File: src/hdl/icache_pkg.sv
`default_nettype none

package icache_pkg;

    ////////////////////////////////////////
    // geometry
    ////////////////////////////////////////

    localparam int INDEX_W    = 4;
    localparam int OFFSET_W   = 2;
    localparam int WAYS       = 2;
    localparam int LINE_WORDS = 4;
    // address bits above index, word offset and byte offset
    localparam int TAG_W      = 32 - INDEX_W - OFFSET_W - 2;
    localparam int SETS       = 1 << INDEX_W;

    ////////////////////////////////////////
    // vector types
    ////////////////////////////////////////

    typedef logic [31:0]            addr_t;
    typedef logic [31:0]            word_t;
    typedef logic [TAG_W-1:0]       tag_t;
    typedef logic [INDEX_W-1:0]     index_t;
    typedef logic [OFFSET_W-1:0]    offset_t;
    // word 0 sits in the low 32 bits
    typedef word_t [LINE_WORDS-1:0] line_t;
    typedef logic [WAYS-1:0]        way_mask_t;

    typedef enum logic {
        OP_INV_SET = 1'b0,
        OP_INV_ALL = 1'b1
    } cache_op_e;

    typedef enum logic [2:0] {
        IDLE,
        LOOKUP,
        MISS_REQ,
        MISS_WAIT,
        OP_EXEC
    } ctrl_state_e;

    ////////////////////////////////////////
    // pipeline side bundles
    ////////////////////////////////////////

    typedef struct packed {
        addr_t     addr;
        logic      uncached;
        // maintenance request, op says which one
        logic      is_op;
        cache_op_e op;
    } fetch_req_t;

    typedef struct packed {
        addr_t pc;
        word_t instr0;
        word_t instr1;
        logic  instr1_valid;
    } fetch_rsp_t;

endpackage

`default_nettype wire

File: src/hdl/icache_lru.sv
`timescale 1ns/1ps
`default_nettype none

module icache_lru (
    input  logic               clk,
    input  logic               arst_n,
    input  icache_pkg::index_t index,
    input  logic               touch,
    input  logic               touch_way,
    output logic               victim
);
    import icache_pkg::*;

    // bit set names the least recently used way
    logic [SETS-1:0] lru_bits;

    always_ff @(posedge clk or negedge arst_n) begin
        if (!arst_n) begin
            lru_bits <= '0;
        end else if (touch) begin
            lru_bits[index] <= ~touch_way;
        end
    end

    assign victim = lru_bits[index];

endmodule

`default_nettype wire

File: config.mk
export PLATFORM = sky130hd
export DESIGN_NAME = icache_lru
export DESIGN_NICKNAME = d
export VERILOG_FILES = /design/src/hdl/icache_pkg.sv /design/src/hdl/icache_lru.sv
export SDC_FILE = /design/constraint.sdc
export NUM_CORES = 1
export LEC_CHECK = 0
export ABC_AREA = 1
export BUFFER_PORTS_ARGS = -buffer_cell sky130_fd_sc_hd__buf_4
export CORE_ASPECT_RATIO = 1.5
export CORE_MARGIN = 2
export CORE_UTILIZATION = 45
export CTS_BUF_LIST = sky130_fd_sc_hd__clkbuf_16
export DETAILED_ROUTE_END_ITERATION = 10
export GPL_TIMING_DRIVEN = 0
export PLACE_DENSITY = 0.61
export SLEW_MARGIN = 20
export SYNTH_ARGS = -nofsm -noshare
export SYNTH_HDL_FRONTEND = slang
export SYNTH_SLANG_ARGS = --single-unit
File: constraint.sdc
create_clock -name clk -period 0.98 [get_ports clk]
set_clock_uncertainty 0.15 [all_clocks]
set_input_delay 0 -clock clk [delete_from_list [all_inputs] [get_ports clk]]
set_output_delay 0 -clock clk [all_outputs]
set_load 0.005 [all_outputs]
-- Yosys cells after proc, flatten, opt, wreduce, memory -nomap -nowiden
Cells that the tools add are included.
- bits in registers: 16
- input bits: 8
- output and inout bits: 1
- word-level logic and storage cells: 10
- order comparisons: 2
- mux-type cells: 5
- bitwise gates (word level): 1
- reductions and logical operators: 1
- operators with widths (cell ; number):
    bitwise mux 16 bit ; 1
    less-than comparator 4 x 5 -> 1 bit (second input constant) ; 1
    binary-select mux 1 bit (select 4 bit) ; 1
    demux 1 bit (select 4 bit) ; 1
    greater-or-equal comparator 4 x 1 -> 1 bit (second input constant) ; 1
    two-way mux 1 bit ; 2
    logical AND 1 bit ; 1
    inverter 1 bit ; 1

-- Logic depth before layout (Yosys ltp)
- depth after elaboration: 5
- depth in mapped cells: 9
- depth with buffers taken out: 9

-- Worst setup path before layout
No wires, ideal clock.
- kind: reg-to-output
- start: register lru_bits[15]
- end: output port victim
- arrival: 0.720 ns
- data required time: 0.830 ns
- slack: 0.110 ns
- stages on the path, launching flop included: 9
- buffers on the path: 0
- cells stage by stage: dfrtp_1 -> nand2_1 -> nand2_1 -> nand2_1 -> nand2_1 -> nand2_1 -> nand2_1 -> inv_1 -> nand2_1
- longest elaborated chain between the ends: 2
- RTL lines (element ; RTL line ; source):
    start: declaration ; icache_lru.sv:15 ; logic [SETS-1:0] lru_bits;
    start signal: indexed assignment ; icache_lru.sv:21 ; lru_bits[index] <= ~touch_way;
    binary-select mux 1 bit (select 4 bit) ; icache_lru.sv:25 ; assign victim = lru_bits[index];
    two-way mux 1 bit (not written as such) ; icache_lru.sv:25 ;
    end: declaration ; icache_lru.sv:10 ; output logic victim
Every way passes these cells. The select of a mux whose other input is x is not followed.

-- Worst setup path after layout
- start: register lru_bits[6]
- end: output port victim
Same word-level chain as after synthesis.

==> qor.txt <==
clk_lat worst skew: 0.25 ns
largest net degree at the start of global routing: 17
CP Buf/Inv Count: 2
Leak: 0.5449 nW
switching pwr: 0.0005726 W
Setup crit start kind: register
Initial Util: 48.45%
Internal Power: 0.001552 W
EDFF count, synth: 0
hold_buf cts: 3
Post-synth top cells: nand2_1 (55), dfrtp_1 (16), nor2_1 (13)
die area: 2377 sq um
Longest Clk Path Bufs: 2
WP data required: 0.83 ns
Worst path max stage delay: 0.37 ns
post-synthesis async set-or-reset flop share: 100.0%
root buf cell: clkbuf_16
footprint of the multi-input gates: 440.4 sq um
Synth area leaders: dfrtp_1 (45%), nand2_1 (23%), a21oi_1 (5.6%), nor2_1 (5.4%), nor2_4 (3.8%)
TNS Setup: -0.3348 ns
fill count: 180
Largest regs: lru_bits: 16 flops
Row Count: 19
hold path depth: 3
WL met3: 58 um
ANT cells: 0
clk slew on worst S/H paths: 0.05 ns
Final WS setup: -0.3348 ns
Global Route Usage Sum: 20.19%
Placed Area: 977.2 sq um
I/O pin total: 9
max frequency: 760.6 MHz
R2R cell count: 3
Slew @ Worst Pin: 0.4354 ns
max-cap viol count: 0
VDD IR max: 0.001343 V
Sink Count: 16
shortest period the worst path allows: 1.315 ns
Reg with most FFs: lru_bits
DR DRC count: 0
Critical-path top delay cell: dfrtp_1
Final Instance Area: 1094 sq um
sequential cell area: 400.4 sq um
Die Wd: 40.48 um
hold path startpoint: touch
Place WS: -0.08583 ns
Iteration-0 DRC Markers: 21
final period utilization: 134.2%
combinational share of power: 21.4%
fin util: 58.97%
most used cell, CP: nand2_1
Design Power: 0.002124 W
CP Cell Sequence: nand2_1, nand2_1, nand2_1, nand2_1, nand2_1, nand2_1, inv_2, nand2_2, buf_6
layout cells sized above 1: 18.71%
Hold Path Sink: lru_bits[2]
most numerous cell in the Yosys netlist: nand2_1
DRT Pass-1 Iters: 4
Syn Std Cell Area: 898.4 sq um
Syn Nets: 133
R2R Setup Slk: 0.07 ns
Final Hold Fails: 6
Flop pwr share: 41.8%
critical path class: reg2out
via count: 804
first-pass GRT wire length: 3236 um
post-synth top area cell: dfrtp_1
Via density: 5.025
status: complete, but fails checks
core footprint: 1854 sq um
WP data arrival: 1.16 ns
RSZ-0062 raised after global routing: yes
highest routed layer: met4
Syn Area/Cell: 7.187 sq um
Crit Path Max Fanout: 2
CTS tree: built
Switching Fraction: 26.95%
Die Height: 58.72 um
failing checks: hold timing, setup timing
Slew Limit Fails: 0
met1 wire length: 844 um
Yosys reg bits: 16
endpoint class of the critical path: output port
Reg-to-Reg End: lru_bits[6]
port bufs: 7
Final ANT Viol Nets: 0
vias in the first global route: 795
routed length per placed instance: 12.45 um
Hold WC Path Type: in2reg
DP HPWL: 1427 um
initial antenna violation count: 0
routability cong.: 0.8344
max_slew headroom: 70.97%
Netlist cell types: 17
PD cells: 1943 nW/um^2
met2 WL: 1047 um
WL final: 1992 um
r2r startpoint: lru_bits[6]
Largest register FFs: 16
Final setup viols: 1
grt ovf: 0
H-tree depth: 1
synth warn: 0
Post-synth top flop: dfrtp_1
number of buffers created by CTS: 3
Yosys top cell area share: 44.57%
cell family with most CP delay: simple AND/OR/NAND/NOR gates
register area share after synthesis: 44.57%
Cells after Synth: 125
clock network fraction of design power: 36.8%
area delta synth->final: 21.73%
nets@finish: 149
Fin Hold WS: -0.04911 ns
## routing by layer
layer  track usage, %  vias up
li1                 -      428
met1            22.44      354
met2            33.79       17
met3            4.906        5
met4            10.00        0
met5                0        -
## through the flow
step | hold WS [ns] | cells
2_1_floorplan | -0.4456 | 125
3_3_place_gp | -0.2803 | 153
3_5_place_dp | -0.2785 | 153
4_1_cts | -0.01846 | 160
5_1_grt | -0.03941 | 160
6_report | -0.04911 | 160
## cells by family after synthesis
group	count (synthesis)	synth area share, %
compound gates	20	11.70
flops	16	44.57
buf+inv	13	6.686
simple gates	76	37.05
## worst max path at each step
stage / from / end / slack (ns) / depth (start not counted)
floorplan: lru_bits[15] / victim / 0.11 / 8
global placement: index[3] / lru_bits[1] / -0.08 / 5
detailed placement: index[3] / lru_bits[1] / -0.09 / 5
CTS: lru_bits[6] / victim / -0.35 / 9
global route: lru_bits[4] / victim / -0.44 / 9
finish: lru_bits[6] / victim / -0.33 / 9
## power groups by stage
| stage | registers [W] | clock network, W | logic (W) |
|---|---|---|---|
| after global routing | 0.000906 | 0.000820 | 0.000523 |
| after detailed placement | 0.000900 | 0 | 0.000411 |
| after floorplan | 0.000878 | 0 | 0.000298 |
| final | 0.000887 | 0.000783 | 0.000454 |
| after global placement | 0.000894 | 0 | 0.000402 |
| after CTS | 0.000890 | 0.000785 | 0.000438 |
## area by class of cell
cell class	count	share of cell area, %
Multi-Input combinational cell	96	40.27
Sequential cell	16	36.61
Timing Repair Buffer	11	8.352
Clock buffer	3	6.865
Inverter	10	3.432
Tap cell	21	2.403
Buffer	3	2.059
## timing repair
item / 4_1_cts / 5_1_grt
cloned: 0 / 0
setup endpoints to repair: 1 / 4
hold endpoints to repair: 24 / 4
resized for setup: 0 / 4
buffers inserted: 1 / 1
pin swaps: 0 / 5
## placed cells by master (no fill, tap or decap), types with 2 or more instances in the layout
master | synthesis | routed
inv_2 | 5 | 6
nand4_1 | 2 | 2
clkbuf_16 | 0 | 3
nor2_1 | 13 | 13
buf_6 | 1 | 2
a31oi_1 | 4 | 4
a21oi_1 | 10 | 10
buf_4 | 1 | 9
inv_1 | 5 | 4
dfrtp_1 | 16 | 16
nor2_4 | 3 | 3
o21ai_1 | 2 | 3
nand2_1 | 55 | 54
o21ai_0 | 4 | 3
dlygate4sd3_1 | 0 | 2
## tightest hold or removal path: stages
cell and delay (ns):
buf_4 0.13, nand4_1 0.09, o21ai_0 0.07
Note: power is estimated with default switching activity, not from simulation.
