## src/hdl/icache_pkg.sv

```systemverilog
`default_nettype none

package icache_pkg;

    ////////////////////////////////////////
    // geometry
    ////////////////////////////////////////

    localparam int INDEX_W    = 4;
    localparam int OFFSET_W   = 2;
    localparam int WAYS       = 2;
    localparam int LINE_WORDS = 4;
    // address bits above index, word offset and byte offset
    localparam int TAG_W      = 32 - INDEX_W - OFFSET_W - 2;
    localparam int SETS       = 1 << INDEX_W;

    ////////////////////////////////////////
    // vector types
    ////////////////////////////////////////

    typedef logic [31:0]            addr_t;
    typedef logic [31:0]            word_t;
    typedef logic [TAG_W-1:0]       tag_t;
    typedef logic [INDEX_W-1:0]     index_t;
    typedef logic [OFFSET_W-1:0]    offset_t;
    // word 0 sits in the low 32 bits
    typedef word_t [LINE_WORDS-1:0] line_t;
    typedef logic [WAYS-1:0]        way_mask_t;

    typedef enum logic {
        OP_INV_SET = 1'b0,
        OP_INV_ALL = 1'b1
    } cache_op_e;

    typedef enum logic [2:0] {
        IDLE,
        LOOKUP,
        MISS_REQ,
        MISS_WAIT,
        OP_EXEC
    } ctrl_state_e;

    ////////////////////////////////////////
    // pipeline side bundles
    ////////////////////////////////////////

    typedef struct packed {
        addr_t     addr;
        logic      uncached;
        // maintenance request, op says which one
        logic      is_op;
        cache_op_e op;
    } fetch_req_t;

    typedef struct packed {
        addr_t pc;
        word_t instr0;
        word_t instr1;
        logic  instr1_valid;
    } fetch_rsp_t;

endpackage

`default_nettype wire

```

## src/hdl/icache_fetch_align.sv

```systemverilog
`timescale 1ns/1ps
`default_nettype none

module icache_fetch_align (
    input  logic                   clk,
    input  logic                   arst_n,
    input  logic                   load,
    input  logic                   stall,
    input  icache_pkg::fetch_req_t req,
    output icache_pkg::fetch_req_t buf_req,
    input  icache_pkg::line_t      line0,
    input  icache_pkg::line_t      line1,
    input  icache_pkg::line_t      mem_line,
    input  logic                   sel_return,
    input  logic                   sel_way,
    output icache_pkg::fetch_rsp_t rsp,
    output icache_pkg::addr_t      mem_addr
);
    import icache_pkg::*;

    line_t      src_line;
    offset_t    word_sel;
    fetch_rsp_t rsp_now;
    fetch_rsp_t rsp_q;

    // request buffer
    always_ff @(posedge clk or negedge arst_n) begin
        if (!arst_n) begin
            buf_req <= '0;
        end else if (load) begin
            buf_req <= req;
        end
    end

    assign word_sel = buf_req.addr[2 +: OFFSET_W];

    // exact word for uncached, line aligned for refill
    assign mem_addr = buf_req.uncached ? {buf_req.addr[31:2], 2'b00}
                    : {buf_req.addr[31:OFFSET_W+2], {(OFFSET_W + 2){1'b0}}};

    assign src_line = sel_return ? mem_line : (sel_way ? line1 : line0);

    ////////////////////////////////////////
    // dual issue alignment
    ////////////////////////////////////////

    // second word only when it shares the half line
    always_comb begin
        rsp_now.pc           = buf_req.addr;
        rsp_now.instr1       = '0;
        rsp_now.instr1_valid = 1'b0;
        if (buf_req.uncached) begin
            rsp_now.instr0 = src_line[0];
        end else begin
            rsp_now.instr0 = src_line[word_sel];
            if (!word_sel[0]) begin
                rsp_now.instr1       = src_line[offset_t'(word_sel + 1'b1)];
                rsp_now.instr1_valid = 1'b1;
            end
        end
    end

    // output register, frozen by stall
    always_ff @(posedge clk) begin
        rsp_q <= stall ? rsp : rsp_now;
    end

    assign rsp = sel_return ? rsp_now : rsp_q;

endmodule

`default_nettype wire

```

## config.mk

```make
export PLATFORM = sky130hd
export DESIGN_NAME = icache_fetch_align
export DESIGN_NICKNAME = d
export VERILOG_FILES = /design/src/hdl/icache_pkg.sv /design/src/hdl/icache_fetch_align.sv
export SDC_FILE = /design/constraint.sdc
export NUM_CORES = 1
export LEC_CHECK = 0
export CAP_MARGIN = 20
export CORE_AREA = 4 4 225 227
export CTS_BUF_LIST = sky130_fd_sc_hd__clkbuf_8
export DETAILED_ROUTE_END_ITERATION = 12
export DIE_AREA = 0 0 229 231
export DONT_BUFFER_PORTS = 1
export PLACE_DENSITY = 0.4
export SYNTH_ARGS = -nofsm -noshare
export SYNTH_HDL_FRONTEND = slang
export SYNTH_SLANG_ARGS = --single-unit
```

## constraint.sdc

```tcl
create_clock -name clk -period 2.2 [get_ports clk]
set_input_delay 0.44 -clock clk [delete_from_list [all_inputs] [get_ports clk]]
set_output_delay 0.44 -clock clk [all_outputs]
set_load 0.05 [all_outputs]
```

== Word-level counts from Yosys, hierarchy flattened ==
Cells that the tools add are included.
W data, S select, Z words.
Word-level totals
  register bits after elaboration: 132
  bits of input ports: 425
  output and inout bits: 164
  logic and storage cells: 23
Cells by class
  add/subtract/negate cells: 1
  $lt $le $gt $ge: 2
  mux-type cells: 12
Operators by type and width (number)
  $mux W128: 2
  $mux W97: 2
  $bmux W32 S2: 2
  $mux W32: 3
  $mux W33: 2
  $lt A2 B3 Y1 const B: 2
  $mux W4: 1
  $add A2 B1 Y2 const B: 1

== Logic depth before layout (Yosys ltp) ==
  depth after elaboration: 8
  depth in mapped cells: 8
  gate-level depth less buffers: 4

== Worst setup path after synthesis ==
OpenSTA, ideal clock, no wires.
  path type: reg-to-output
  from: register buf_req[5] (netlist bit)
  to: output port rsp[35] (netlist bit)
  arrival: 3283 ps
  required time: 1760 ps
  path slack: -1523 ps
  cell stages (with the launch flop): 9
  buffers on the path: 4
  path through: dfrtp_1 > buf_2 > buf_6 > buf_6 > nor2_1 > nor2_1 > buf_2 > a211oi_1 > o41ai_1
RTL lines
  start, declared: RTL line icache_fetch_align.sv:10  | output icache_pkg::fetch_req_t buf_req,
  start signal, assigned: RTL line icache_fetch_align.sv:31  | buf_req <= req;
  end, declared: RTL line icache_fetch_align.sv:16  | output icache_pkg::fetch_rsp_t rsp,

==> flow_metrics.py <==
metrics = {
    "status": {
        "status": "finished with violations",
        "violations": "setup timing",
    },
    "clock_tree": {
        "cts_tree": "yes",
        "path_clk_slew_ns": 0.11,
        "cts_made_buffers": 17,
        "cts_sinks": 132,
        "cts-root-buf": "clkbuf_8",
        "clock_latency_ns": 0.55,
        "clk_path_buf_depth": 2,
        "cts_htree_levels": 4,
    },
    "place": {
        "dp_slack_ns": -0.1773,
        "place_hpwl_um": 36900,
        "gp_congestion": 0.8531,
        "portBuffers": 0,
    },
    "critical_path": {
        "cp.depth": 6,
        "path_buf_inv": 3,
        "cp-startpoint": "buf_req[5]$_DFFE_PN0P_",
        "cp-start-kind": "register",
        "r2r_start": "buf_req[5]$_DFFE_PN0P_",
        "worstPathMaxFanout": 7,
        "arrival_ns": 2.45,
        "path_class": "reg2out",
        "r2r-end": "rsp_q[22]$_DFF_P_",
        "endpoint": "rsp[49]",
        "r2r_slack_ns": -0.03,
        "critical_path.max_stage_delay_ns": 0.56,
        "path_common_cell": "buf_12",
        "cp_cell_sequence": "buf_12 -> buf_12 -> mux4_2 -> nor2_2 -> o41ai_4 -> buf_12",
        "critPathSlowestCell": "dfrtp_4",
        "rr_worst_depth": 10,
        "crit_required_ns": 1.76,
        "end_kind": "output port",
        "cp_top_family": "flip-flops",
    },
    "synthesis": {
        "yosysTopAreaCell": "mux2_2",
        "synth_area_leaders": "mux2_2, mux4_2, dfxtp_1",
        "ys_warn_count": 0,
        "synth-compound-area-share_pct": 16.56,
        "yosysMostFrequentCell": "mux2_2",
        "synthTopCellsByCount": "mux2_2, dfxtp_1, mux4_2",
        "synthFlopType": "dfxtp_1",
        "syn_area_mm2": 0.01120,
        "synth_top_area_share_pct": 21.52,
        "avgSynthCellArea_um2": 10.54,
        "syn_inst": 1062,
        "synth-simple-area-share_pct": 7.062,
        "synth_mux_area_share_pct": 43.37,
        "ys_ff_latch": 132,
        "ys_types": 36,
        "synth_edf_count": 0,
        "synth_xor_area_share_pct": 0,
        "synth_fa_ha_area_share_pct": 0,
        "ys_seq_area_share_pct": 25.16,
        "synth_top_family_by_area": "multiplexers",
        "async_reset_ff_share_pct": 26.52,
    },
    "floorplanning": {
        "row_count": 81,
        "die_y_um": 231,
        "core_area_mm2": 0.04865,
        "die_area_mm2": 0.05290,
        "io_pins": 589,
        "start_util_pct": 23.02,
        "die_x_um": 229,
    },
    "detailed_routing": {
        "drc_errors": 0,
        "drtIter0Drc": 452,
        "drt_first_pass_iters": 5,
        "routed_wl_um": 49560,
        "wl_per_cell_um": 26.03,
        "vias": 10030,
        "viasPerCell": 5.269,
        "drtAntennaViolNets": 0,
    },
    "run": {
        "maxCapViolCount": 0,
    },
    "power_and_ir_drop": {
        "p_leak_nw": 6.089,
        "power.density_mw_per_mm2": 649.0,
        "irDropWorstVdd_v": 0.0005134,
        "power.total_mw": 10.79,
    },
    "sta": {
        "fin_skew_ns": 0.02411,
        "timing.final.ws_setup_ns": -0.6870,
        "worst_pin_slew_ns": 0.7039,
        "setup_viol": 73,
        "timing.final.crit_period_ns": 2.887,
        "period_share_pct": 131.2,
        "hold_ws_ns": 0.09300,
        "final_hold_viol_count": 0,
        "max-slew-margin-rel_pct": 53.21,
        "max_freq_mhz": 346.4,
        "finalMaxSlewViolations": 0,
        "rsz0062_at_grt": "yes",
    },
    "grt": {
        "grt_max_degree": 129,
        "grt_usage_pct": 18.25,
        "grt_pass1_vias": 10780,
        "grt_pass1_wl_um": 72560,
        "overflow": 0,
        "grt_busiest_layer": "met2",
        "grt_use_met2_pct": 31.62,
        "gr-usage-met1_pct": 21.00,
        "antenna_found_initial": 8,
        "use_met3_pct": 6.626,
    },
    "worst_hold_path": {
        "hp-class": "in2reg",
    },
    "finish": {
        "area_growth_pct": 48.45,
        "fin_nets": 1691,
        "layout-drive-gt1-share_pct": 60.67,
        "n_fill_cell": 4879,
    },
}
layer usage:
metal | up-vias | routed length [µm]
li1 | 4531 | -
met1 | 5050 | 19150
met2 | 389 | 25240
met3 | 54 | 4157
met4 | 8 | 957
met5 | - | 57
repair_timing:
item / CTS / global route
setup endpoints to repair: 71 / 91
gates cloned: 2 / 0
pin swaps: 24 / 20
gates resized for setup: 95 / 38
buffers inserted: 14 / 3
hold buffers: 70 / 0
hold endpoints to repair: 102 / 0
stage by stage:
step,std cells,instance area (µm²),setup TNS (ns),utilization [%]
after global routing,1901,16610,-49.64,34.15
after CTS,1900,16510,-49.24,33.94
after detailed placement,1782,14770,-6.180,30.36
after global placement,1782,14770,-5.764,30.36
after floorplan,1063,12380,-16.24,-
final,1904,16620,-39.49,34.17
final cells by class:
type	count	area (µm²)	share of cell area, %
Multi-Input combinational cell	768	8982	54.04
Timing Repair Buffer	322	3497	21.04
Sequential cell	132	2826	17.00
Tap cell	622	778.2	4.682
Clock buffer	17	234.0	1.408
Clock inverter	15	190.2	1.144
Inverter	25	106.4	0.6398
Antenna cell	3	7.507	0.04516
sequential cells by signal, summed over array words and instances (netlist names):
name and count:
buf_req 35, rsp_q 97
where the power goes:
group / switching [mW] / total (mW) / internal (mW)
Combinational: 3.21 / 5.63 / 2.42
Sequential: 0.170 / 2.92 / 2.75
Clock: 1.37 / 2.24 / 0.869
Total: 4.76 / 10.8 / 6.03
how the worst min path moves through the flow:
| stage | from | to | slack (ns) | depth (start not counted) |
|---|---|---|---|---|
| after floorplan | arst_n | buf_req[0]$_DFFE_PN0P_ | 0.14 | 0 |
| after global placement | arst_n | buf_req[19]$_DFFE_PN0P_ | 0.15 | 0 |
| after detailed placement | arst_n | buf_req[19]$_DFFE_PN0P_ | 0.15 | 0 |
| after CTS | load | buf_req[6]$_DFFE_PN0P_ | 0.002 | 1 |
| after global routing | load | buf_req[6]$_DFFE_PN0P_ | 0.04 | 1 |
| final | load | buf_req[6]$_DFFE_PN0P_ | 0.09 | 1 |
layout by cell type, fill, tap and decap left out, types with 30 or more instances in the layout:
cell type / count
a22oi_1: 32
nand2_1: 73
mux2_2: 212
and2_1: 48
dlygate4sd3_1: 68
buf_12: 67
dfxtp_1: 97
buf_4: 171
mux4_2: 88
dfrtp_1: 30
logic make-up (layout without fill, tap and decap cells):
family                 count (synthesis)  after routing
buffers and inverters                163            379
AO/OA/AOI/OAI                        258            258
multiplexers                         339            339
AND/OR/NAND/NOR                      169            169
flip-flops                           132            132
other                                  1              5
(Power assumes the default switching activity.)
