File: src/hdl/icache_pkg.sv
`default_nettype none

package icache_pkg;

    ////////////////////////////////////////
    // geometry
    ////////////////////////////////////////

    localparam int INDEX_W    = 4;
    localparam int OFFSET_W   = 2;
    localparam int WAYS       = 2;
    localparam int LINE_WORDS = 4;
    // address bits above index, word offset and byte offset
    localparam int TAG_W      = 32 - INDEX_W - OFFSET_W - 2;
    localparam int SETS       = 1 << INDEX_W;

    ////////////////////////////////////////
    // vector types
    ////////////////////////////////////////

    typedef logic [31:0]            addr_t;
    typedef logic [31:0]            word_t;
    typedef logic [TAG_W-1:0]       tag_t;
    typedef logic [INDEX_W-1:0]     index_t;
    typedef logic [OFFSET_W-1:0]    offset_t;
    // word 0 sits in the low 32 bits
    typedef word_t [LINE_WORDS-1:0] line_t;
    typedef logic [WAYS-1:0]        way_mask_t;

    typedef enum logic {
        OP_INV_SET = 1'b0,
        OP_INV_ALL = 1'b1
    } cache_op_e;

    typedef enum logic [2:0] {
        IDLE,
        LOOKUP,
        MISS_REQ,
        MISS_WAIT,
        OP_EXEC
    } ctrl_state_e;

    ////////////////////////////////////////
    // pipeline side bundles
    ////////////////////////////////////////

    typedef struct packed {
        addr_t     addr;
        logic      uncached;
        // maintenance request, op says which one
        logic      is_op;
        cache_op_e op;
    } fetch_req_t;

    typedef struct packed {
        addr_t pc;
        word_t instr0;
        word_t instr1;
        logic  instr1_valid;
    } fetch_rsp_t;

endpackage

`default_nettype wire

File: src/hdl/icache_data_array.sv
`timescale 1ns/1ps
`default_nettype none

module icache_data_array (
    input  logic                  clk,
    input  icache_pkg::index_t    rd_index,
    output icache_pkg::line_t     rd_line0,
    output icache_pkg::line_t     rd_line1,
    input  icache_pkg::way_mask_t wr_en,
    input  icache_pkg::index_t    wr_index,
    input  icache_pkg::line_t     wr_line
);
    import icache_pkg::*;

    line_t line_mem [WAYS][SETS];

    // whole line written per way on refill
    always_ff @(posedge clk) begin
        for (int w = 0; w < WAYS; w++) begin
            if (wr_en[w]) begin
                line_mem[w][wr_index] <= wr_line;
            end
        end
    end

    // both ways read together, result one cycle later
    always_ff @(posedge clk) begin
        rd_line0 <= line_mem[0][rd_index];
        rd_line1 <= line_mem[1][rd_index];
    end

endmodule

`default_nettype wire

File: config.mk
export PLATFORM = sky130hd
export DESIGN_NAME = icache_data_array
export DESIGN_NICKNAME = d
export VERILOG_FILES = /design/src/hdl/icache_pkg.sv /design/src/hdl/icache_data_array.sv
export SDC_FILE = /design/constraint.sdc
export NUM_CORES = 2
export LEC_CHECK = 0
export ABC_AREA = 0
export BUFFER_PORTS_ARGS = -buffer_cell sky130_fd_sc_hd__buf_2
export CAP_MARGIN = 40
export CORE_ASPECT_RATIO = 2
export CORE_MARGIN = 2
export CORE_UTILIZATION = 50
export DETAILED_ROUTE_END_ITERATION = 12
export PLACE_DENSITY = 0.69
export SYNTH_ARGS = -nofsm -noshare
export SYNTH_HDL_FRONTEND = slang
export SYNTH_SLANG_ARGS = --single-unit
export TNS_END_PERCENT = 30
File: constraint.sdc
create_clock -name clk -period 7.5 [get_ports clk]
set_input_delay 1.5 -clock clk [delete_from_list [all_inputs] [get_ports clk]]
set_output_delay 1.5 -clock clk [all_outputs]
set_load 0.02 [all_outputs]
# == Yosys cells after proc, flatten, opt, wreduce, memory -nomap -nowiden ==
# Memory sizes are Yosys's and may differ from the RTL's.
# Index checks and enable logic that the tools add are counted.
# classes
order_cmp,3
n_mux,12
n_bitwise,2
n_reduce_logical,1
# op_table
op,count
2-to-1 mux 2048 bit,2
binary-select mux 128 bit (select 4 bit),2
2-to-1 mux 128 bit,5
demux 128 bit (select 4 bit),1
greater-or-equal comparator 5 bit (second input constant),2
inverter 4 -> 5 bit,2
< comparator 5 x 1 -> 1 bit (second input constant),1
2-to-1 mux 1 bit,2
logical AND 1 bit,1
# totals
regBits,256
mem_bits_rw,4096
in_bits,139
out_inout_bits,256
elab_cells,27
n_memories,1
# memory_table
name,words,word_bits,rd,rd_ports_with_merged_regs,wr,line_no,text
line_mem,2,2048,2,0,2,icache_data_array.sv:15,line_t line_mem [WAYS][SETS];

# == Longest topological paths before layout ==
# depth
word_depth,6
mapped_depth,8
mapped_depth_nobuf,3

# == Least setup slack after synthesis ==
# OpenSTA, ideal clock, no wires.
# synth_path
path_type,input to register
from,in wr_index[1]
to,mem line_mem[0][1000] (netlist name) (enable)
setup_ns,0.617
arrival_time_ns,7.303
required_time_ns,6.883
setup_slack_ns,-0.420
cell_stages,3
path_buffers,1
cell_sequence,or2_2 -> clkbuf_1 -> nor2_1
# synth_rtl
element,line_no,text
from (decl),icache_data_array.sv:10,"input icache_pkg::index_t wr_index,"
to (decl),icache_data_array.sv:15,

# == Final worst setup path ==
# layout_path
from,in rd_index[2]
to,reg rd_line0[115] (netlist name)
# layout_via
elab_chain_len,4
# layout_lines
element,line_no,text
from (decl),icache_data_array.sv:6,"input icache_pkg::index_t rd_index,"
inverter 4 -> 5 bit (not written as such),icache_data_array.sv:28,rd_line0 <= line_mem[0][rd_index];
binary-select mux 128 bit (select 4 bit),icache_data_array.sv:28,
2-to-1 mux 128 bit (not written as such) (2 in a row),icache_data_array.sv:28,
to (signal assigned),icache_data_array.sv:28,
to (decl),icache_data_array.sv:7,"output icache_pkg::line_t rd_line0,"
# Every way passes these cells. The select of a mux whose other input is x is not followed.

==> impl_metrics.csv <==
group,metric,value,unit
critical_path,startpoint_type,"input pin",
synthesis,yosysSeqAreaShare,80.5,%
power,clock_power_share,39.9,%
critical_path,r2r_start,"line_mem[0][2659]$_DFFE_PP_",
sta,rsz0062_at_grt,"no",
synthesis,synth-simple-area-share,0.925,%
sta,finalMaxSlewViolations,0,
place,hpwl,200000,µm
place,placed_cell_area,0.167,mm²
power,p_sw_share,21.1,%
drt,wl_per_cell,33.9,µm
global_routing,grt_max_degree,128,
synthesis,synthAdderAreaFrac,0,%
cells_and_area,nFillCells,22600,
cells_and_area,area_growth_syn_to_layout,12.9,%
synthesis,synthTopCellsByArea,"edfxtp_1 (77%), mux4_2 (13%), dfxtp_1 (3.2%), a22oi_1 (1.9%), mux2_2 (1.0%)",
power,combPwrFrac,5.2,%
drt,dr.first_iter.drc_count,10400,
sta,worstMarginPinSlew,1210,ps
global_routing,gr-total-overflow,0,
critical_path,rr_worst_depth,3,
synthesis,synth_fp_nets,6894,
power,p_leak,57.1,nW
critical_path,cp-startpoint,"rd_index[2]",
critical_path,reg2reg_to,"rd_line1[99]$_DFF_P_",
synthesis,synth_mux_area_share,14.7,%
cts,post-cts-setup-buffers,0,
floorplanning,core_area,0.317,mm²
power,finalPower,50.1,mW
sta,fin_crit_sh,46.5,%
synthesis,syn_avg_cell_area,23.6,µm²
drt,dr.pass1.iters,6,
floorplanning,die_x,403,µm
floorplanning,dieArea,0.323,mm²
cts,clk_path_buf_depth,4,
synthesis,ys_types,26,
synthesis,synthXorXnorAreaFrac,0,%
synthesis,syn_inst,6755,
run,max_cap_violations,0,
critical_path,worst_setup_path_end_kind,"flip-flop",
floorplanning,pin_count,395,
sta,setup_viol,0,
global_routing,grt_first_pass_wirelength,561000,µm
cts,clk_pin_slew_worst_paths,60,ps
drt,drt-total-wl,400000,µm
floorplanning,die_height,802,µm
min_path,hp-class,"flip-flop to flip-flop",
drt,vias_per_cell,6.39,
place,gp_congestion,0.757,
sta,clock.fmax,287,MHz
cts,cts_tree,"built",
sta,final_hold_viol_count,0,
cts,htreeDepth,5,
cts,ctsResizeCount,0,
sta,relSlewSlack,19.5,%
cells_and_area,layout_commonest_cell,"edfxtp_1",
drt,route.detailed.drc,0,
cts,root_buffer,"clkbuf_16",
critical_path,path_max_fanout,66,
cells_and_area,final_nets,7471,
drt,drtAntennaViolNets,0,
sta,clock_skew,32.4,ps
synthesis,yosysTopAreaCell,"edfxtp_1",
power,internal-power,39.5,mW
power,powerDensity,279,mW/mm²
cells_and_area,ff_latch_area,0.128,mm²
floorplanning,rows,293,
critical_path,reg2reg_setup_slack,5950,ps
cells_and_area,multi_input_area,0.0295,mm²
cts,ctsHoldBuffers,0,
sta,whs,660,ps
drt,num_vias,75400,
critical_path,cp.arrival,4280,ps
cts,clkLatencyLatePin,910,ps
global_routing,track_usage,24.6,%
cells_and_area,drive_gt1_share,29.6,%
critical_path,crit_path_end,"rd_line0[115]$_DFF_P_",
synthesis,ys_ff_latch,4352,
cts,cts_buffers,379,
synthesis,yosys.area.top_type_share,77.3,%
power,p_sw,10.6,mW
synthesis,synth-compound-area-share,2.66,%
global_routing,antenna_found_initial,77,
synthesis,syn-cell-area,0.159,mm²
synthesis,ys_warn_count,0,
floorplanning,initial_utilization,50.1,%
power,ir_drop,282,µV
cells_and_area,final_area,0.180,mm²
place,port_buffers,394,
cts,clock-sinks,4352,
power,power_frac_seq,54.9,%
synthesis,synth_top_family_by_area,"multiplexers",
outcome,status,"finished clean",
cells_and_area,final_cell_mix,"edfxtp_1 (4,096), mux4_2 (934), a22oi_1 (397), buf_2 (390), clkbuf_16 (388)",
sta,finalCriticalPeriod,3490,ps
critical_path,cp_data_required_time,8300,ps
critical_path,path_class,"input pin to flip-flop",
global_routing,grt_pass1_vias,75300,
## flip-flops by register name (all words and copies together), names as in the netlist
| name | count |
|---|---|
| line_mem | 4096 |
| rd_line0 | 128 |
| rd_line1 | 128 |
## metal layers
| layer | global-route usage, % | wire (µm) | up-vias |
|---|---|---|---|
| met4 | 5.73 | 9140 | 64 |
| met1 | 34.1 | 152000 | 40500 |
| met5 | 0 | 395 | - |
| li1 | - | - | 29900 |
| met3 | 7.25 | 48200 | 683 |
| met2 | 38.7 | 191000 | 4314 |
## cells in the mapped netlist (all sizes together)
library cell,n
mux2,147
nand2b,20
o221ai,67
dfxtp,256
o22a,25
edfxtp,4096
nor2b,75
mux4,934
or2,2
a221o,4
a221oi,15
a22oi,397
nand3b,2
buf,234
and2,4
nand2,177
nand3,2
o22ai,8
mux2i,73
nor2,40
o21ai,46
clkbuf,131
## stage by stage
| step | worst slack [ps] | TNS [ps] | std cells | util [%] |
|---|---|---|---|---|
| finish | 4010 | 0 | 11800 | 56.6 |
| global route | 3920 | 0 | 11800 | 56.6 |
| CTS | 4060 | 0 | 11800 | 56.6 |
| detailed placement | 3100 | 0 | 11100 | 52.6 |
| global placement | 3160 | 0 | 11100 | 52.5 |
| floorplan | -420 | -1120970 | 6755 | - |
## worst min path at each step
stage / from / end / depth (start not counted)
after floorplan: line_mem[0][128]$_DFFE_PP_ / rd_line0[0]$_DFF_P_ / 3
after global placement: line_mem[0][214]$_DFFE_PP_ / rd_line0[86]$_DFF_P_ / 3
after detailed placement: line_mem[0][213]$_DFFE_PP_ / rd_line0[85]$_DFF_P_ / 3
after CTS: line_mem[0][2196]$_DFFE_PP_ / rd_line1[20]$_DFF_P_ / 3
after global routing: line_mem[0][1145]$_DFFE_PP_ / rd_line0[121]$_DFF_P_ / 3
final: line_mem[0][2196]$_DFFE_PP_ / rd_line1[20]$_DFF_P_ / 3
## cell families (layout without fill, tap and decap cells)
| logic type | after synthesis | count (layout) |
|---|---|---|
| flip-flops | 4352 | 4352 |
| AO/OA/AOI/OAI | 562 | 562 |
| multiplexers | 1154 | 1154 |
| AND/OR/NAND/NOR | 322 | 322 |
| buffers and inverters | 365 | 1261 |
| other | 0 | 19 |
## critical path: stages
cell and delay [ps]:
buf_8 400, buf_4 780, buf_4 600, mux4_2 400, mux2_2 280, o22a_1 170
## cell type report
| cell class | count | area share [%] |
|---|---|---|
| diodes | 19 | 0.0265 |
| well taps | 4130 | 2.88 |
| clock buffers | 502 | 5.82 |
| flip-flops and latches | 4352 | 71.3 |
| clock inverters | 198 | 1.24 |
| repair buffers | 561 | 2.31 |
| multi-input cells | 2038 | 16.4 |
## power groups by stage
stage          sequential, mW  clock [mW]  combinational, mW
3_3_place_gp             28.0           0               2.56
4_1_cts                  27.5        20.2               2.62
3_5_place_dp             28.0           0               2.61
2_1_floorplan            28.1           0               1.32
6_report                 27.5        20.0               2.61
5_1_grt                  27.5        21.1               2.77
No activity file was read; power rests on OpenSTA's default activity.
