**config.mk**
```make
export PLATFORM = sky130hd
export DESIGN_NAME = icache_ctrl
export DESIGN_NICKNAME = d
export VERILOG_FILES = /design/src/hdl/icache_pkg.sv /design/src/hdl/icache_ctrl.sv
export SDC_FILE = /design/constraint.sdc
export NUM_CORES = 1
export LEC_CHECK = 0
export ABC_AREA = 1
export BUFFER_PORTS_ARGS = -buffer_cell sky130_fd_sc_hd__buf_2
export CORE_AREA = 2 2 39 41
export DETAILED_ROUTE_END_ITERATION = 10
export DIE_AREA = 0 0 41 43
export PLACE_DENSITY = 0.81
export REMOVE_ABC_BUFFERS = 1
export SLEW_MARGIN = 30
export SYNTH_ARGS = -nofsm -noshare
export SYNTH_HDL_FRONTEND = slang
export SYNTH_SLANG_ARGS = --single-unit
```
**constraint.sdc**
```tcl
create_clock -name clk -period 3.55 [get_ports clk]
set_clock_uncertainty 0.05 [all_clocks]
set_input_delay 0.71 -clock clk [delete_from_list [all_inputs] [get_ports clk]]
set_output_delay 0.71 -clock clk [all_outputs]
set_load 0.02 [all_outputs]
```
**src/hdl/icache_pkg.sv**
```systemverilog
`default_nettype none

package icache_pkg;

    ////////////////////////////////////////
    // geometry
    ////////////////////////////////////////

    localparam int INDEX_W    = 4;
    localparam int OFFSET_W   = 2;
    localparam int WAYS       = 2;
    localparam int LINE_WORDS = 4;
    // address bits above index, word offset and byte offset
    localparam int TAG_W      = 32 - INDEX_W - OFFSET_W - 2;
    localparam int SETS       = 1 << INDEX_W;

    ////////////////////////////////////////
    // vector types
    ////////////////////////////////////////

    typedef logic [31:0]            addr_t;
    typedef logic [31:0]            word_t;
    typedef logic [TAG_W-1:0]       tag_t;
    typedef logic [INDEX_W-1:0]     index_t;
    typedef logic [OFFSET_W-1:0]    offset_t;
    // word 0 sits in the low 32 bits
    typedef word_t [LINE_WORDS-1:0] line_t;
    typedef logic [WAYS-1:0]        way_mask_t;

    typedef enum logic {
        OP_INV_SET = 1'b0,
        OP_INV_ALL = 1'b1
    } cache_op_e;

    typedef enum logic [2:0] {
        IDLE,
        LOOKUP,
        MISS_REQ,
        MISS_WAIT,
        OP_EXEC
    } ctrl_state_e;

    ////////////////////////////////////////
    // pipeline side bundles
    ////////////////////////////////////////

    typedef struct packed {
        addr_t     addr;
        logic      uncached;
        // maintenance request, op says which one
        logic      is_op;
        cache_op_e op;
    } fetch_req_t;

    typedef struct packed {
        addr_t pc;
        word_t instr0;
        word_t instr1;
        logic  instr1_valid;
    } fetch_rsp_t;

endpackage

`default_nettype wire

```
**src/hdl/icache_ctrl.sv**
```systemverilog
`timescale 1ns/1ps
`default_nettype none

module icache_ctrl (
    input  logic                   clk,
    input  logic                   arst_n,
    input  logic                   req_valid,
    output logic                   req_ready,
    input  icache_pkg::fetch_req_t buf_req,
    input  logic                   stall,
    input  icache_pkg::way_mask_t  hit,
    input  logic                   victim,
    input  logic                   mem_addr_ok,
    input  logic                   mem_data_ok,
    output logic                   buf_load,
    output logic                   mem_req,
    output icache_pkg::way_mask_t  data_we,
    output icache_pkg::way_mask_t  tag_we,
    output logic                   inv_set,
    output logic                   inv_all,
    output logic                   lru_touch,
    output logic                   lru_way,
    output logic                   rsp_valid,
    output logic                   sel_return,
    output logic                   sel_way
);
    import icache_pkg::*;

    ctrl_state_e state;
    ctrl_state_e state_nxt;
    logic        rsp_valid_q;
    logic        lookup_hit;
    logic        refill_done;
    logic        allocate;
    way_mask_t   victim_mask;

    ////////////////////////////////////////
    // decode of the current cycle
    ////////////////////////////////////////

    // lookup only resolves once the pipeline is not stalling
    assign lookup_hit = (state == LOOKUP) && !stall && !buf_req.is_op
                        && !buf_req.uncached && (|hit);

    // data may come with addr_ok when memory has zero latency
    assign refill_done = mem_data_ok
                         && ((state == MISS_WAIT) || ((state == MISS_REQ) && mem_addr_ok));

    assign allocate    = refill_done && !buf_req.uncached;
    assign victim_mask = way_mask_t'(1) << victim;

    assign req_ready = !stall && ((state == IDLE) || lookup_hit);
    assign buf_load  = req_valid && req_ready;
    assign mem_req   = (state == MISS_REQ);

    assign data_we = allocate ? victim_mask : '0;
    assign tag_we  = allocate ? victim_mask : '0;

    assign inv_set = (state == OP_EXEC) && (buf_req.op == OP_INV_SET);
    assign inv_all = (state == OP_EXEC) && (buf_req.op == OP_INV_ALL);

    assign lru_touch = lookup_hit || allocate;
    assign lru_way   = lookup_hit ? hit[1] : victim;

    // miss data goes straight out, hits come from the response register
    assign sel_return = refill_done;
    assign sel_way    = hit[1];
    assign rsp_valid  = refill_done || rsp_valid_q;

    ////////////////////////////////////////
    // state machine
    ////////////////////////////////////////

    always_comb begin
        state_nxt = state;
        case (state)
            IDLE: begin
                if (buf_load) begin
                    state_nxt = LOOKUP;
                end
            end
            LOOKUP: begin
                if (!stall) begin
                    if (buf_req.is_op) begin
                        state_nxt = OP_EXEC;
                    end else if (lookup_hit) begin
                        // back to back fetch stays in lookup
                        state_nxt = buf_load ? LOOKUP : IDLE;
                    end else begin
                        state_nxt = MISS_REQ;
                    end
                end
            end
            MISS_REQ: begin
                if (refill_done) begin
                    state_nxt = IDLE;
                end else if (mem_addr_ok) begin
                    state_nxt = MISS_WAIT;
                end
            end
            MISS_WAIT: begin
                if (refill_done) begin
                    state_nxt = IDLE;
                end
            end
            OP_EXEC: begin
                state_nxt = IDLE;
            end
            default: begin
                state_nxt = IDLE;
            end
        endcase
    end

    // presented response held while stall is high
    always_ff @(posedge clk or negedge arst_n) begin
        if (!arst_n) begin
            state       <= IDLE;
            rsp_valid_q <= 1'b0;
        end else begin
            state       <= state_nxt;
            rsp_valid_q <= (stall && rsp_valid) || lookup_hit;
        end
    end

endmodule

`default_nettype wire

```
# After elaboration in Yosys (flattened, before gate mapping)

Index checks and enable logic that the tools add are counted.

Mux-type cells: 11
Bitwise logic cells: 1
Shift-type cells: 1
Equality and inequality tests: 8
Reductions and logical operators: 23

Operator list:

| operator                                               | number |
|---|---|
| two-way mux 3 bit                                      | 6 |
| logical AND 1 bit                                      | 12 |
| case mux 3 bit (4 select lines)                        | 1 |
| == test 3 x 2 -> 1 bit (second input constant)         | 2 |
| inequality test 2 bit (second input constant)          | 3 |
| logical OR 1 bit                                       | 5 |
| two-way mux 2 bit                                      | 2 |
| AND reduction 4 bit                                    | 1 |
| == test 3 x 1 -> 1 bit (second input constant)         | 1 |
| == test 3 bit (second input constant)                  | 1 |
| zero test 1 bit                                        | 3 |
| zero test 3 bit                                        | 1 |
| inequality test 3 x 2 -> 1 bit (second input constant) | 1 |
| two-way mux 1 bit                                      | 2 |
| OR reduction 2 bit                                     | 1 |
| left shift 1 x 1 -> 2 bit (first input constant)       | 1 |
| inverter 1 bit                                         | 1 |

Logic and storage cells: 46
Flip-flop bits (word level): 4
Output and inout bits: 14
Bits of input ports: 44

# Longest topological paths before layout

Gate-level depths: netlist of run 1.

Depth after elaboration: 13
Depth in mapped cells: 10
Gate-level depth less buffers: 10

# Worst setup path before layout of run 1

No wires, ideal clock.

Path type: in2out
Start: input mem_data_ok
End: output tag_we[0]
Path buffers: 1
Stages: 5
Path slack: 948 ps
Data required time: 2790 ps
Data arrival time: 1842 ps
Path through: o21ai_1 -> nor3_2 -> nand2_1 -> nor2_1 -> buf_4

Cells in the longest elaborated chain, start to end: 3

RTL lines:

| item              | line              | text |
|---|---|---|
| start, declared   | icache_ctrl.sv:14 | `input logic mem_data_ok,` |
| logical AND 1 bit | icache_ctrl.sv:47 | `&& ((state == MISS_WAIT) \|\| ((state == MISS_REQ) && mem_addr_ok));` |
| net sel_return    | icache_ctrl.sv:24 | `output logic sel_return,` |
| logical AND 1 bit | icache_ctrl.sv:49 | `assign allocate = refill_done && !buf_req.uncached;` |
| two-way mux 2 bit | --                |  |
| end, declared     | icache_ctrl.sv:18 | `output icache_pkg::way_mask_t tag_we,` |

The timed path passes the listed nets, and every way through them passes these cells.

# Worst setup path in the final report of run 1

Start: input stall
End: output lru_way

Cells in the longest elaborated chain, start to end: 6

RTL lines:

| item                           | line              | text |
|---|---|---|
| start, declared                | icache_ctrl.sv:10 | `input logic stall,` |
| zero test 1 bit                | --                |  |
| logical AND 1 bit (2 in a row) | icache_ctrl.sv:42 | `assign lookup_hit = (state == LOOKUP) && !stall && !buf_req.is_op` |
| logical AND 1 bit (2 in a row) | icache_ctrl.sv:43 | `&& !buf_req.uncached && (\|hit);` |
| two-way mux 1 bit              | icache_ctrl.sv:63 | `assign lru_way = lookup_hit ? hit[1] : victim;` |
| end, declared                  | icache_ctrl.sv:22 | `output logic lru_way,` |

Every way passes these cells.

==> results.py, run 1 <==
metrics = {
    "cts": {
        "clk_latency_ns": 0.23,
        "cts_tree": "done",
        "cts_buffers": 3,
        "cts_resized": 0,
        "path_clk_slew_ns": 0.04,
        "cts_hold_buf": 0,
        "cts.path.max_buffers": 2,
        "clock-sinks": 4,
        "ctsHtreeMaxLevel": 1,
        "root_buffer": "clkbuf_4",
        "cts_setup_buffers": 0,
    },
    "setup_path": {
        "crit_slowest_cell": "buf_2",
        "r2r-start": "state[1]$_DFFE_PN0P_",
        "arrival_ns": 1.59,
        "r2r_slack_ns": 2.11,
        "cp-end-kind": "output port",
        "r2r_cells": 10,
        "path_cells": "buf_2, inv_1, nand2_1, nor2_1, nand2_4, inv_1, nand2_1, o21ai_0, buf_2",
        "critical_path_required_ns": 2.79,
        "r2r_end": "state[1]$_DFFE_PN0P_",
        "crit_path_start_kind": "primary input",
        "crit_type": "in2out",
        "cpPeakStageDelay_ns": 0.18,
        "path_max_fanout": 5,
    },
    "timing": {
        "fin_crit_ns": 2.349,
        "final_hold_viol_count": 0,
        "max_slew_margin_pct": 74.67,
        "final-setup-viol-count": 0,
        "rsz0062_at_grt": "no",
        "slew_viol_final": 0,
        "period_share_pct": 66.16,
        "fmax_ghz": 0.4258,
        "tns_ns": 0,
        "tightest_slew_ns": 0.3795,
    },
    "final_layout": {
        "area_delta_synth_final_pct": 36.36,
        "nFillCells": 156,
        "mostFrequentLayoutCell": "buf_2",
        "drive_gt1_share_pct": 44.19,
        "final_cell_mix": "buf_2, nand2_1, inv_1",
        "nNetsFinal": 132,
        "final_cells": 102,
        "antenna_cells": 0,
    },
    "place": {
        "place.gp.congestion": 0.8036,
        "hpwl_um": 765.3,
        "port_buffers": 25,
        "dpl.cell_count": 99,
    },
    "route": {
        "vias_per_cell": 4.657,
        "drt_pass1_iterations": 4,
        "via_count": 475,
        "drt-total-wl_um": 862,
        "wire_per_inst_um": 8.451,
        "drcViolationCount": 0,
        "drt_iter0_drc": 6,
        "ant_nets": 0,
    },
    "grt": {
        "antenna_found_initial": 0,
        "grt_use_total_pct": 11.30,
        "grt-ovfl-total": 0,
        "grt_first_pass_wirelength_um": 1393,
        "grt_max_degree": 7,
        "grt_pass1_vias": 423,
    },
    "synthesis": {
        "netlist_instances": 61,
        "synth_warnings": 0,
        "ys_seq_area_share_pct": 25.08,
        "ys_ff_latch": 4,
        "synthFlopType": "dfrtp_1",
        "synthDistinctLibCells": 18,
        "synth_area_um2": 399.1,
        "synth_edf_count": 0,
        "async_flop_share_pct": 100.0,
        "avgSynthCellArea_um2": 6.543,
    },
    "power": {
        "powerDensity_nw_per_um2": 622.4,
        "p_leak_nw": 0.3663,
        "irDropWorstVdd_uv": 242.0,
    },
    "die": {
        "num_rows": 14,
        "fp.dieW_um": 41,
        "core_area_um2": 1384,
        "dieHeight_um": 43,
        "die_area_um2": 1763,
        "initial_core_util_pct": 28.84,
        "io-pin-count": 58,
    },
    "min_path": {
        "hold_class": "in2async",
    },
    "run_status": {
        "status": "completed",
    },
    "flow_run": {
        "drv_cap": 0,
    },
}
## state kept, by name, indices dropped and copies added, names as in the netlist
| name | cells |
|---|---|
| state | 3 |
| rsp_valid_q | 1 |
## Yosys cell counts, types with 2 or more instances
library cell / instances / area (µm²)
nand2_1: 17 / 63.81
inv_1: 11 / 41.29
nor2_1: 7 / 26.28
dfrtp_1: 4 / 100.1
buf_4: 3 / 22.52
nand2_2: 2 / 12.51
nand2_4: 2 / 22.52
nand3_1: 2 / 10.01
nand3_2: 2 / 20.02
nand4_1: 2 / 12.51
nor3_2: 2 / 20.02
## worst max-delay path, delay by kind of cell
kind	cells	cell delay, ns
and+or+nand+nor	4	0.36
buffers and inverters	4	0.46
AOI/OAI and AO/OA	1	0.05
## report_power, final
group / internal (mW) / switching (mW)
registers: 0.0612 / 0.0189
logic: 0.0744 / 0.130
clock network: 0.0377 / 0.0166
## kinds of logic (layout without fill, tap and decap cells)
kind of cell,count (synthesis),after routing,synth area share (%)
simple gates,39,39,52.98
buf+inv,14,39,15.99
compound gates,4,4,5.953
flops,4,4,25.08
## per-stage QoR
stage                     instance area (µm²)  total power [mW]  setup slack [ns]  hold WS [ns]  utilization, %
after floorplan                         376.6            0.2320            0.9564        0.3644               -
after global placement                  521.8            0.2805             1.223        0.4644           37.70
after detailed placement                521.8            0.2859             1.199        0.4680           37.70
after CTS                               544.3            0.3453             1.197        0.2158           39.33
after global routing                    544.3            0.3735             1.092        0.2219           39.33
final                                   544.3            0.3388             1.201        0.2267           39.33
## final cells by class
type / count / area (µm²) / area share, %
Multi-Input combinational cell: 43 / 235.2 / 43.22
Clock buffer: 3 / 22.52 / 4.138
Tap cell: 16 / 20.02 / 3.678
Timing Repair Buffer: 25 / 125.1 / 22.99
Inverter: 11 / 41.29 / 7.586
Sequential cell: 4 / 100.1 / 18.39
## worst max-delay path by stage
stage	from	end	depth (start not counted)
after floorplan	mem_data_ok	data_we[0]	4
after CTS	stall	lru_way	9
after global placement	stall	lru_way	9
after global routing	stall	lru_way	9
final	stall	lru_way	9
after detailed placement	stall	lru_way	9
## routing by layer
| metal | vias to the layer above | GRT usage [%] | part of all wire (%) |
|---|---|---|---|
| met3 | 2 | 3.665 | 9.3 |
| met4 | 0 | 8.667 | 1.2 |
| met5 | - | 0 | 0 |
| li1 | 241 | - | - |
| met2 | 19 | 17.81 | 52 |
| met1 | 213 | 11.44 | 37 |
(Power assumes the default switching activity.)
==> inputs of run 2 (changes only) <==
--- a/config.mk
+++ b/config.mk
@@ -5,12 +5,11 @@
 export SDC_FILE = /design/constraint.sdc
 export NUM_CORES = 1
 export LEC_CHECK = 0
-export ABC_AREA = 1
+export ABC_AREA = 0
 export BUFFER_PORTS_ARGS = -buffer_cell sky130_fd_sc_hd__buf_2
-export CORE_AREA = 2 2 39 41
+export CORE_UTILIZATION = 29
 export DETAILED_ROUTE_END_ITERATION = 10
-export DIE_AREA = 0 0 41 43
-export PLACE_DENSITY = 0.81
+export PLACE_DENSITY = 0.78
 export REMOVE_ABC_BUFFERS = 1
 export SLEW_MARGIN = 30
 export SYNTH_ARGS = -nofsm -noshare
==> constraint.sdc (replaced) <==
create_clock -name clk -period 2.5 [get_ports clk]
set_clock_uncertainty 0.05 [all_clocks]
set_input_delay 0.5 -clock clk [delete_from_list [all_inputs] [get_ports clk]]
set_output_delay 0.5 -clock clk [all_outputs]
set_load 0.02 [all_outputs]
==> run 2 against run 1 <==
Via count decreased by 6.1%. Critical path type is now reg2out. Area after synthesis increased by 1.6%. Largest power group unchanged. Synthesized cell count decreased by 21%.
==> results.py, run 2 <==
metrics = {
    "setup_path": {
        "cp-end-kind": "output port",
        "worst-path-buf-inv": 1,
        "path_cells": "nor4b_2, nand3_2, mux2_4, buf_2",
        "arrival_ns": 1.81,
        "critical_path_required_ns": 1.95,
        "crit_slowest_cell": "dfrtp_1",
        "crit_type": "reg2out",
        "crit_family": "simple AND/OR/NAND/NOR gates",
        "cpPeakStageDelay_ns": 0.51,
        "crit_path_start_kind": "register",
        "path_max_fanout": 14,
    },
    "grt": {
        "grt_use_total_pct": 15.20,
        "grt_first_pass_wirelength_um": 1511,
        "antenna_found_initial": 0,
        "grt-ovfl-total": 0,
        "grt_pass1_vias": 371,
        "grt_max_degree": 15,
    },
    "final_layout": {
        "reg_top3": "state (3), rsp_valid_q (1)",
        "mostFrequentLayoutCell": "buf_2",
        "area_delta_synth_final_pct": 30.86,
        "seq_area_um2": 100.1,
        "multi_input_area_um2": 252.7,
        "drive_gt1_share_pct": 46.48,
        "top_register": "state",
        "nFillCells": 135,
        "nNetsFinal": 117,
        "final_cell_mix": "buf_2, nor2_1, nand2_1",
        "final_cell_area_um2": 530.5,
        "largest_register_ffs": 3,
        "antenna_cells": 0,
    },
    "route": {
        "wire_per_inst_um": 11.50,
        "drt-total-wl_um": 989,
        "vias_per_cell": 5.186,
        "via_count": 446,
        "ant_nets": 0,
        "drt_pass1_iterations": 4,
        "drcViolationCount": 0,
        "drt_iter0_drc": 8,
    },
    "run_status": {
        "status": "completed",
    },
    "synthesis": {
        "avgSynthCellArea_um2": 8.446,
        "synth_edf_count": 0,
        "yosys-top-cells-area": "dfrtp_1, buf_4, nand2b_1",
        "yosysTopAreaCell": "dfrtp_1",
        "synthFlopType": "dfrtp_1",
        "yosysTopAreaCellShare_pct": 24.69,
        "ys_ff_latch": 4,
        "synth_warnings": 0,
        "netlist_instances": 48,
        "synth_area_um2": 405.4,
        "ys_seq_area_share_pct": 24.69,
        "synth_commonest_cells": "nand2_1, nor2_1, buf_4, dfrtp_1, nand2b_1",
        "async_flop_share_pct": 100.0,
        "synthDistinctLibCells": 26,
    },
    "power": {
        "irDropWorstVdd_uv": 296.5,
        "powerDensity_nw_per_um2": 951.1,
        "p_leak_nw": 0.2813,
        "power_mw": 0.5045,
    },
    "timing": {
        "period_share_pct": 94.43,
        "timing.hold.ws_ns": 0.01063,
        "layout_setup_ws_ns": 0.1393,
        "fmax_ghz": 0.4236,
        "tns_ns": 0,
        "max_slew_margin_pct": 69.76,
        "tightest_slew_ns": 0.4422,
        "final_hold_viol_count": 0,
        "slew_viol_final": 0,
        "fin_crit_ns": 2.361,
        "rsz0062_at_grt": "no",
        "final-setup-viol-count": 0,
    },
    "cts": {
        "cts.path.max_buffers": 2,
        "clk_latency_ns": 0.23,
        "path_clk_slew_ns": 0.04,
        "cts_resized": 0,
        "ctsHtreeMaxLevel": 1,
        "cts_hold_buf": 0,
        "cts_setup_buffers": 0,
        "root_buffer": "clkbuf_4",
        "cts_buffers": 3,
        "cts_tree": "done",
        "clock-sinks": 4,
    },
    "place": {
        "dp_slack_ns": 0.3682,
        "place.gp.congestion": 0.8327,
        "postPlaceCellArea_um2": 508.0,
        "port_buffers": 25,
        "hpwl_um": 779.7,
    },
    "die": {
        "io-pin-count": 58,
        "die_area_um2": 1552,
        "fp.dieW_um": 39.39,
        "dieHeight_um": 39.39,
        "core_area_um2": 1301,
        "initial_core_util_pct": 31.15,
        "num_rows": 13,
    },
    "flow_run": {
        "drv_cap": 0,
    },
    "min_path": {
        "hold_class": "in2async",
    },
}
==> run 2: final cells by class <==
type / instances / share of cell area (%)
multi-input combinational: 36 / 47.64
timing repair buffer: 25 / 23.58
inverter: 3 / 2.123
tap: 15 / 3.538
clock buffer: 3 / 4.245
sequential: 4 / 18.87
==> run 2: per-stage QoR <==
step | std cells | util, %
6_report | 86 | 40.77
5_1_grt | 86 | 40.77
4_1_cts | 86 | 40.77
3_5_place_dp | 83 | 39.04
3_3_place_gp | 83 | 39.04
2_1_floorplan | 43 | -
==> run 2: report_power, final <==
group | internal, mW | leakage [nW] | total [mW] | switching [mW]
Sequential | 0.0889 | 0.0514 | 0.146 | 0.0574
Combinational | 0.120 | 0.216 | 0.278 | 0.158
Clock | 0.0537 | 0.0138 | 0.0800 | 0.0263
==> run 2: cell families (layout without fill, tap and decap cells) <==
logic type	after synthesis	in the layout	synth area share [%]
AOI/OAI and AO/OA	10	10	20.06
and+or+nand+nor	24	24	35.80
muxes	2	2	6.480
buffers and inverters	8	31	12.96
DFF	4	4	24.69
==> run 2: path summary, 6_finish.rpt <==
check | from | end | slack [ns] | depth (start not counted)
hold reg to reg | rsp_valid_q$_DFF_PN0_ | rsp_valid_q$_DFF_PN0_ | 0.45 | 2
min in group clk | rsp_valid_q$_DFF_PN0_ | rsp_valid_q$_DFF_PN0_ | 0.45 | 2
hold / removal | arst_n | state[0]$_DFFE_PN0P_ | 0.01 | 1
max in group asynchronous | arst_n | state[1]$_DFFE_PN0P_ | 2.27 | 1
setup reg to reg | state[1]$_DFFE_PN0P_ | state[1]$_DFFE_PN0P_ | 0.89 | 4
setup / recovery | state[1]$_DFFE_PN0P_ | lru_way | 0.14 | 4
==> run 2: layer usage <==
metal  part of all wire, %  vias up  wire, µm  GRT usage, %
li1                      -      220         -             -
met1                    38      203       374         15.52
met2                    53       21       521         27.50
met3                   8.2        2        81         2.841
met4                   1.0        0        10         10.34
met5                     0        -         0             0
==> inputs of run 3 (changes only) <==
--- a/config.mk
+++ b/config.mk
@@ -5,11 +5,14 @@
 export SDC_FILE = /design/constraint.sdc
 export NUM_CORES = 1
 export LEC_CHECK = 0
-export ABC_AREA = 0
+export ABC_AREA = 1
 export BUFFER_PORTS_ARGS = -buffer_cell sky130_fd_sc_hd__buf_2
-export CORE_UTILIZATION = 29
+export CELL_PAD_IN_SITES_DETAIL_PLACEMENT = 1
+export CELL_PAD_IN_SITES_GLOBAL_PLACEMENT = 1
+export CORE_UTILIZATION = 16
 export DETAILED_ROUTE_END_ITERATION = 10
-export PLACE_DENSITY = 0.78
+export HOLD_SLACK_MARGIN = 0.06
+export PLACE_DENSITY_LB_ADDON = 0.1
 export REMOVE_ABC_BUFFERS = 1
 export SLEW_MARGIN = 30
 export SYNTH_ARGS = -nofsm -noshare
==> run 3 against run 2 <==
Sequential share of layout area is 1.3 points lower. Die area is 74% higher. Combinational power increased by 7%. Sequential power down 21%. Clock power rose by 2%. Final cell count up 34%. Global-route usage fell by 4.9 points. Worst setup slack better by 0.30 ns.
==> results.py, run 3 (synthesis gave the netlist of run 1 again) <==
metrics = {
    "timing": {
        "fmax_ghz": 0.4858,
        "final_hold_viol_count": 0,
        "tightest_slew_ns": 0.4072,
        "rsz0062_at_grt": "no",
        "max_slew_margin_pct": 72.82,
        "tns_ns": 0,
        "final-setup-viol-count": 0,
        "layout_setup_ws_ns": 0.4415,
        "period_share_pct": 82.34,
        "slew_viol_final": 0,
        "fin_crit_ns": 2.059,
    },
    "grt": {
        "grt_use_total_pct": 10.31,
        "grt_first_pass_wirelength_um": 1987,
        "grt-ovfl-total": 0,
        "antenna_found_initial": 0,
        "grt_pass1_vias": 471,
        "grt_max_degree": 7,
    },
    "route": {
        "drt_pass1_iterations": 4,
        "ant_nets": 0,
        "drt-total-wl_um": 1135,
        "via_count": 449,
        "drt_iter0_drc": 8,
        "wire_per_inst_um": 9.870,
        "vias_per_cell": 3.904,
        "drcViolationCount": 0,
    },
    "cts": {
        "cts_hold_buf": 1,
        "cts_setup_buffers": 0,
        "cts_tree": "done",
        "clk_latency_ns": 0.24,
        "root_buffer": "clkbuf_4",
        "ctsHtreeMaxLevel": 1,
        "clock-sinks": 4,
        "path_clk_slew_ns": 0.04,
        "cts_resized": 0,
        "cts_buffers": 3,
        "cts.path.max_buffers": 2,
    },
    "setup_path": {
        "r2r_slack_ns": 1.04,
        "arrival_ns": 1.51,
        "cp-end-kind": "output port",
        "path_max_fanout": 6,
        "r2r_end": "state[1]$_DFFE_PN0P_",
        "cpPeakStageDelay_ns": 0.43,
        "crit_top_cell": "inv_1",
        "crit_family": "flip-flops",
        "crit_path_start_kind": "register",
        "crit_type": "reg2out",
        "r2r_cells": 8,
        "path_cells": "inv_1, nand3_2, nor2_4, nand2_4, inv_1, nand2_1, o21ai_0, buf_2",
        "crit_slowest_cell": "dfrtp_1",
        "r2r-start": "state[0]$_DFFE_PN0P_",
        "critical_path_required_ns": 1.95,
        "worst-path-buf-inv": 3,
    },
    "die": {
        "initial_core_util_pct": 17.54,
        "dieHeight_um": 51.95,
        "num_rows": 17,
        "io-pin-count": 58,
        "core_area_um2": 2276,
        "die_area_um2": 2698,
        "fp.dieW_um": 51.95,
    },
    "final_layout": {
        "final_cell_mix": "buf_2, nand2_1, inv_1",
        "nNetsFinal": 133,
        "mostFrequentLayoutCell": "buf_2",
        "antenna_cells": 0,
        "largest_register_ffs": 3,
        "utilization_pct": 25.01,
        "nFillCells": 302,
        "area_delta_synth_final_pct": 42.63,
        "reg_top3": "state (3), rsp_valid_q (1)",
        "drive_gt1_share_pct": 43.68,
        "top_register": "state",
    },
    "power": {
        "p_sw_share_pct": 49.96,
        "p_leak_nw": 0.3704,
        "combPwrFrac_pct": 60.1,
        "p_int_mw": 0.2471,
        "seqPwrFrac_pct": 23.3,
        "irDropWorstVdd_uv": 231.1,
        "p_clk_share_pct": 16.6,
        "p_sw_mw": 0.2468,
        "powerDensity_nw_per_um2": 867.6,
    },
    "min_path": {
        "hold-path-endpoint": "rsp_valid_q$_DFF_PN0_",
        "min-delay-start": "stall",
        "hold_class": "in2reg",
        "worstHoldPathCells": 3,
    },
    "flow_run": {
        "drv_cap": 0,
    },
    "run_status": {
        "status": "completed",
    },
    "place": {
        "dp_slack_ns": 0.5531,
        "port_buffers": 25,
        "place.gp.congestion": 0.7137,
        "hpwl_um": 1004,
    },
}
## run 3: changes by cell type in the layout (fill, tap and decap cells not counted), sizes merged, moves of 3 or more
cell    change
nor2        +3
nand3       +3
nand2      +16
inv         +8
nand2b      -4
## run 3: area by class of cell
class,instances,area (µm²),area share [%]
clock buffer,3,22.52,3.956
tap,28,35.03,6.154
sequential,4,100.1,17.58
multi-input combinational,43,235.2,41.32
inverter,11,41.29,7.253
timing repair buffer,26,135.1,23.74
## run 3: how the worst max path moves through the flow
stage                    startpoint  slack [ns]  cells after the start         end
2_1_floorplan           mem_data_ok        0.33                      4  data_we[0]
3_3_place_gp                  stall        0.56                      9     lru_way
3_5_place_dp                  stall        0.55                      9     lru_way
4_1_cts        state[1]$_DFFE_PN0P_        0.41                      8     lru_way
5_1_grt        state[1]$_DFFE_PN0P_        0.27                      8     lru_way
6_report       state[1]$_DFFE_PN0P_        0.44                      8     lru_way
## run 3: per-stage QoR
stage               area [µm²]  instances  hold slack, ns  power, mW
global route             569.3        115          0.4732     0.5486
detailed placement       536.8        111          0.2620     0.4177
CTS                      569.3        115          0.4698     0.5050
finish                   569.3        115          0.4652     0.4939
global placement         536.8        111          0.2609     0.4164
floorplan                376.6         58          0.1544     0.3294
## run 3: power by group through the flow
stage	Sequential [mW]	Clock (mW)	Combinational, mW
after floorplan	0.109	0	0.220
after global placement	0.118	0	0.298
after detailed placement	0.117	0	0.301
after CTS	0.116	0.0863	0.303
after global routing	0.121	0.0902	0.338
final	0.115	0.0819	0.297
## run 3: worst min-delay path: stages
cell and delay (ns):
buf_2 0.11, nand2_1 0.05, nand2_1 0.06
## run 3: layer usage
| metal | vias to the layer above | share of wire (%) | global-route usage (%) |
|---|---|---|---|
| met2 | 14 | 43 | 15.38 |
| met3 | 2 | 5.8 | 2.632 |
| met1 | 194 | 50 | 13.39 |
| met5 | - | 0 | 0 |
| li1 | 239 | - | - |
| met4 | 0 | 0.70 | 5.405 |
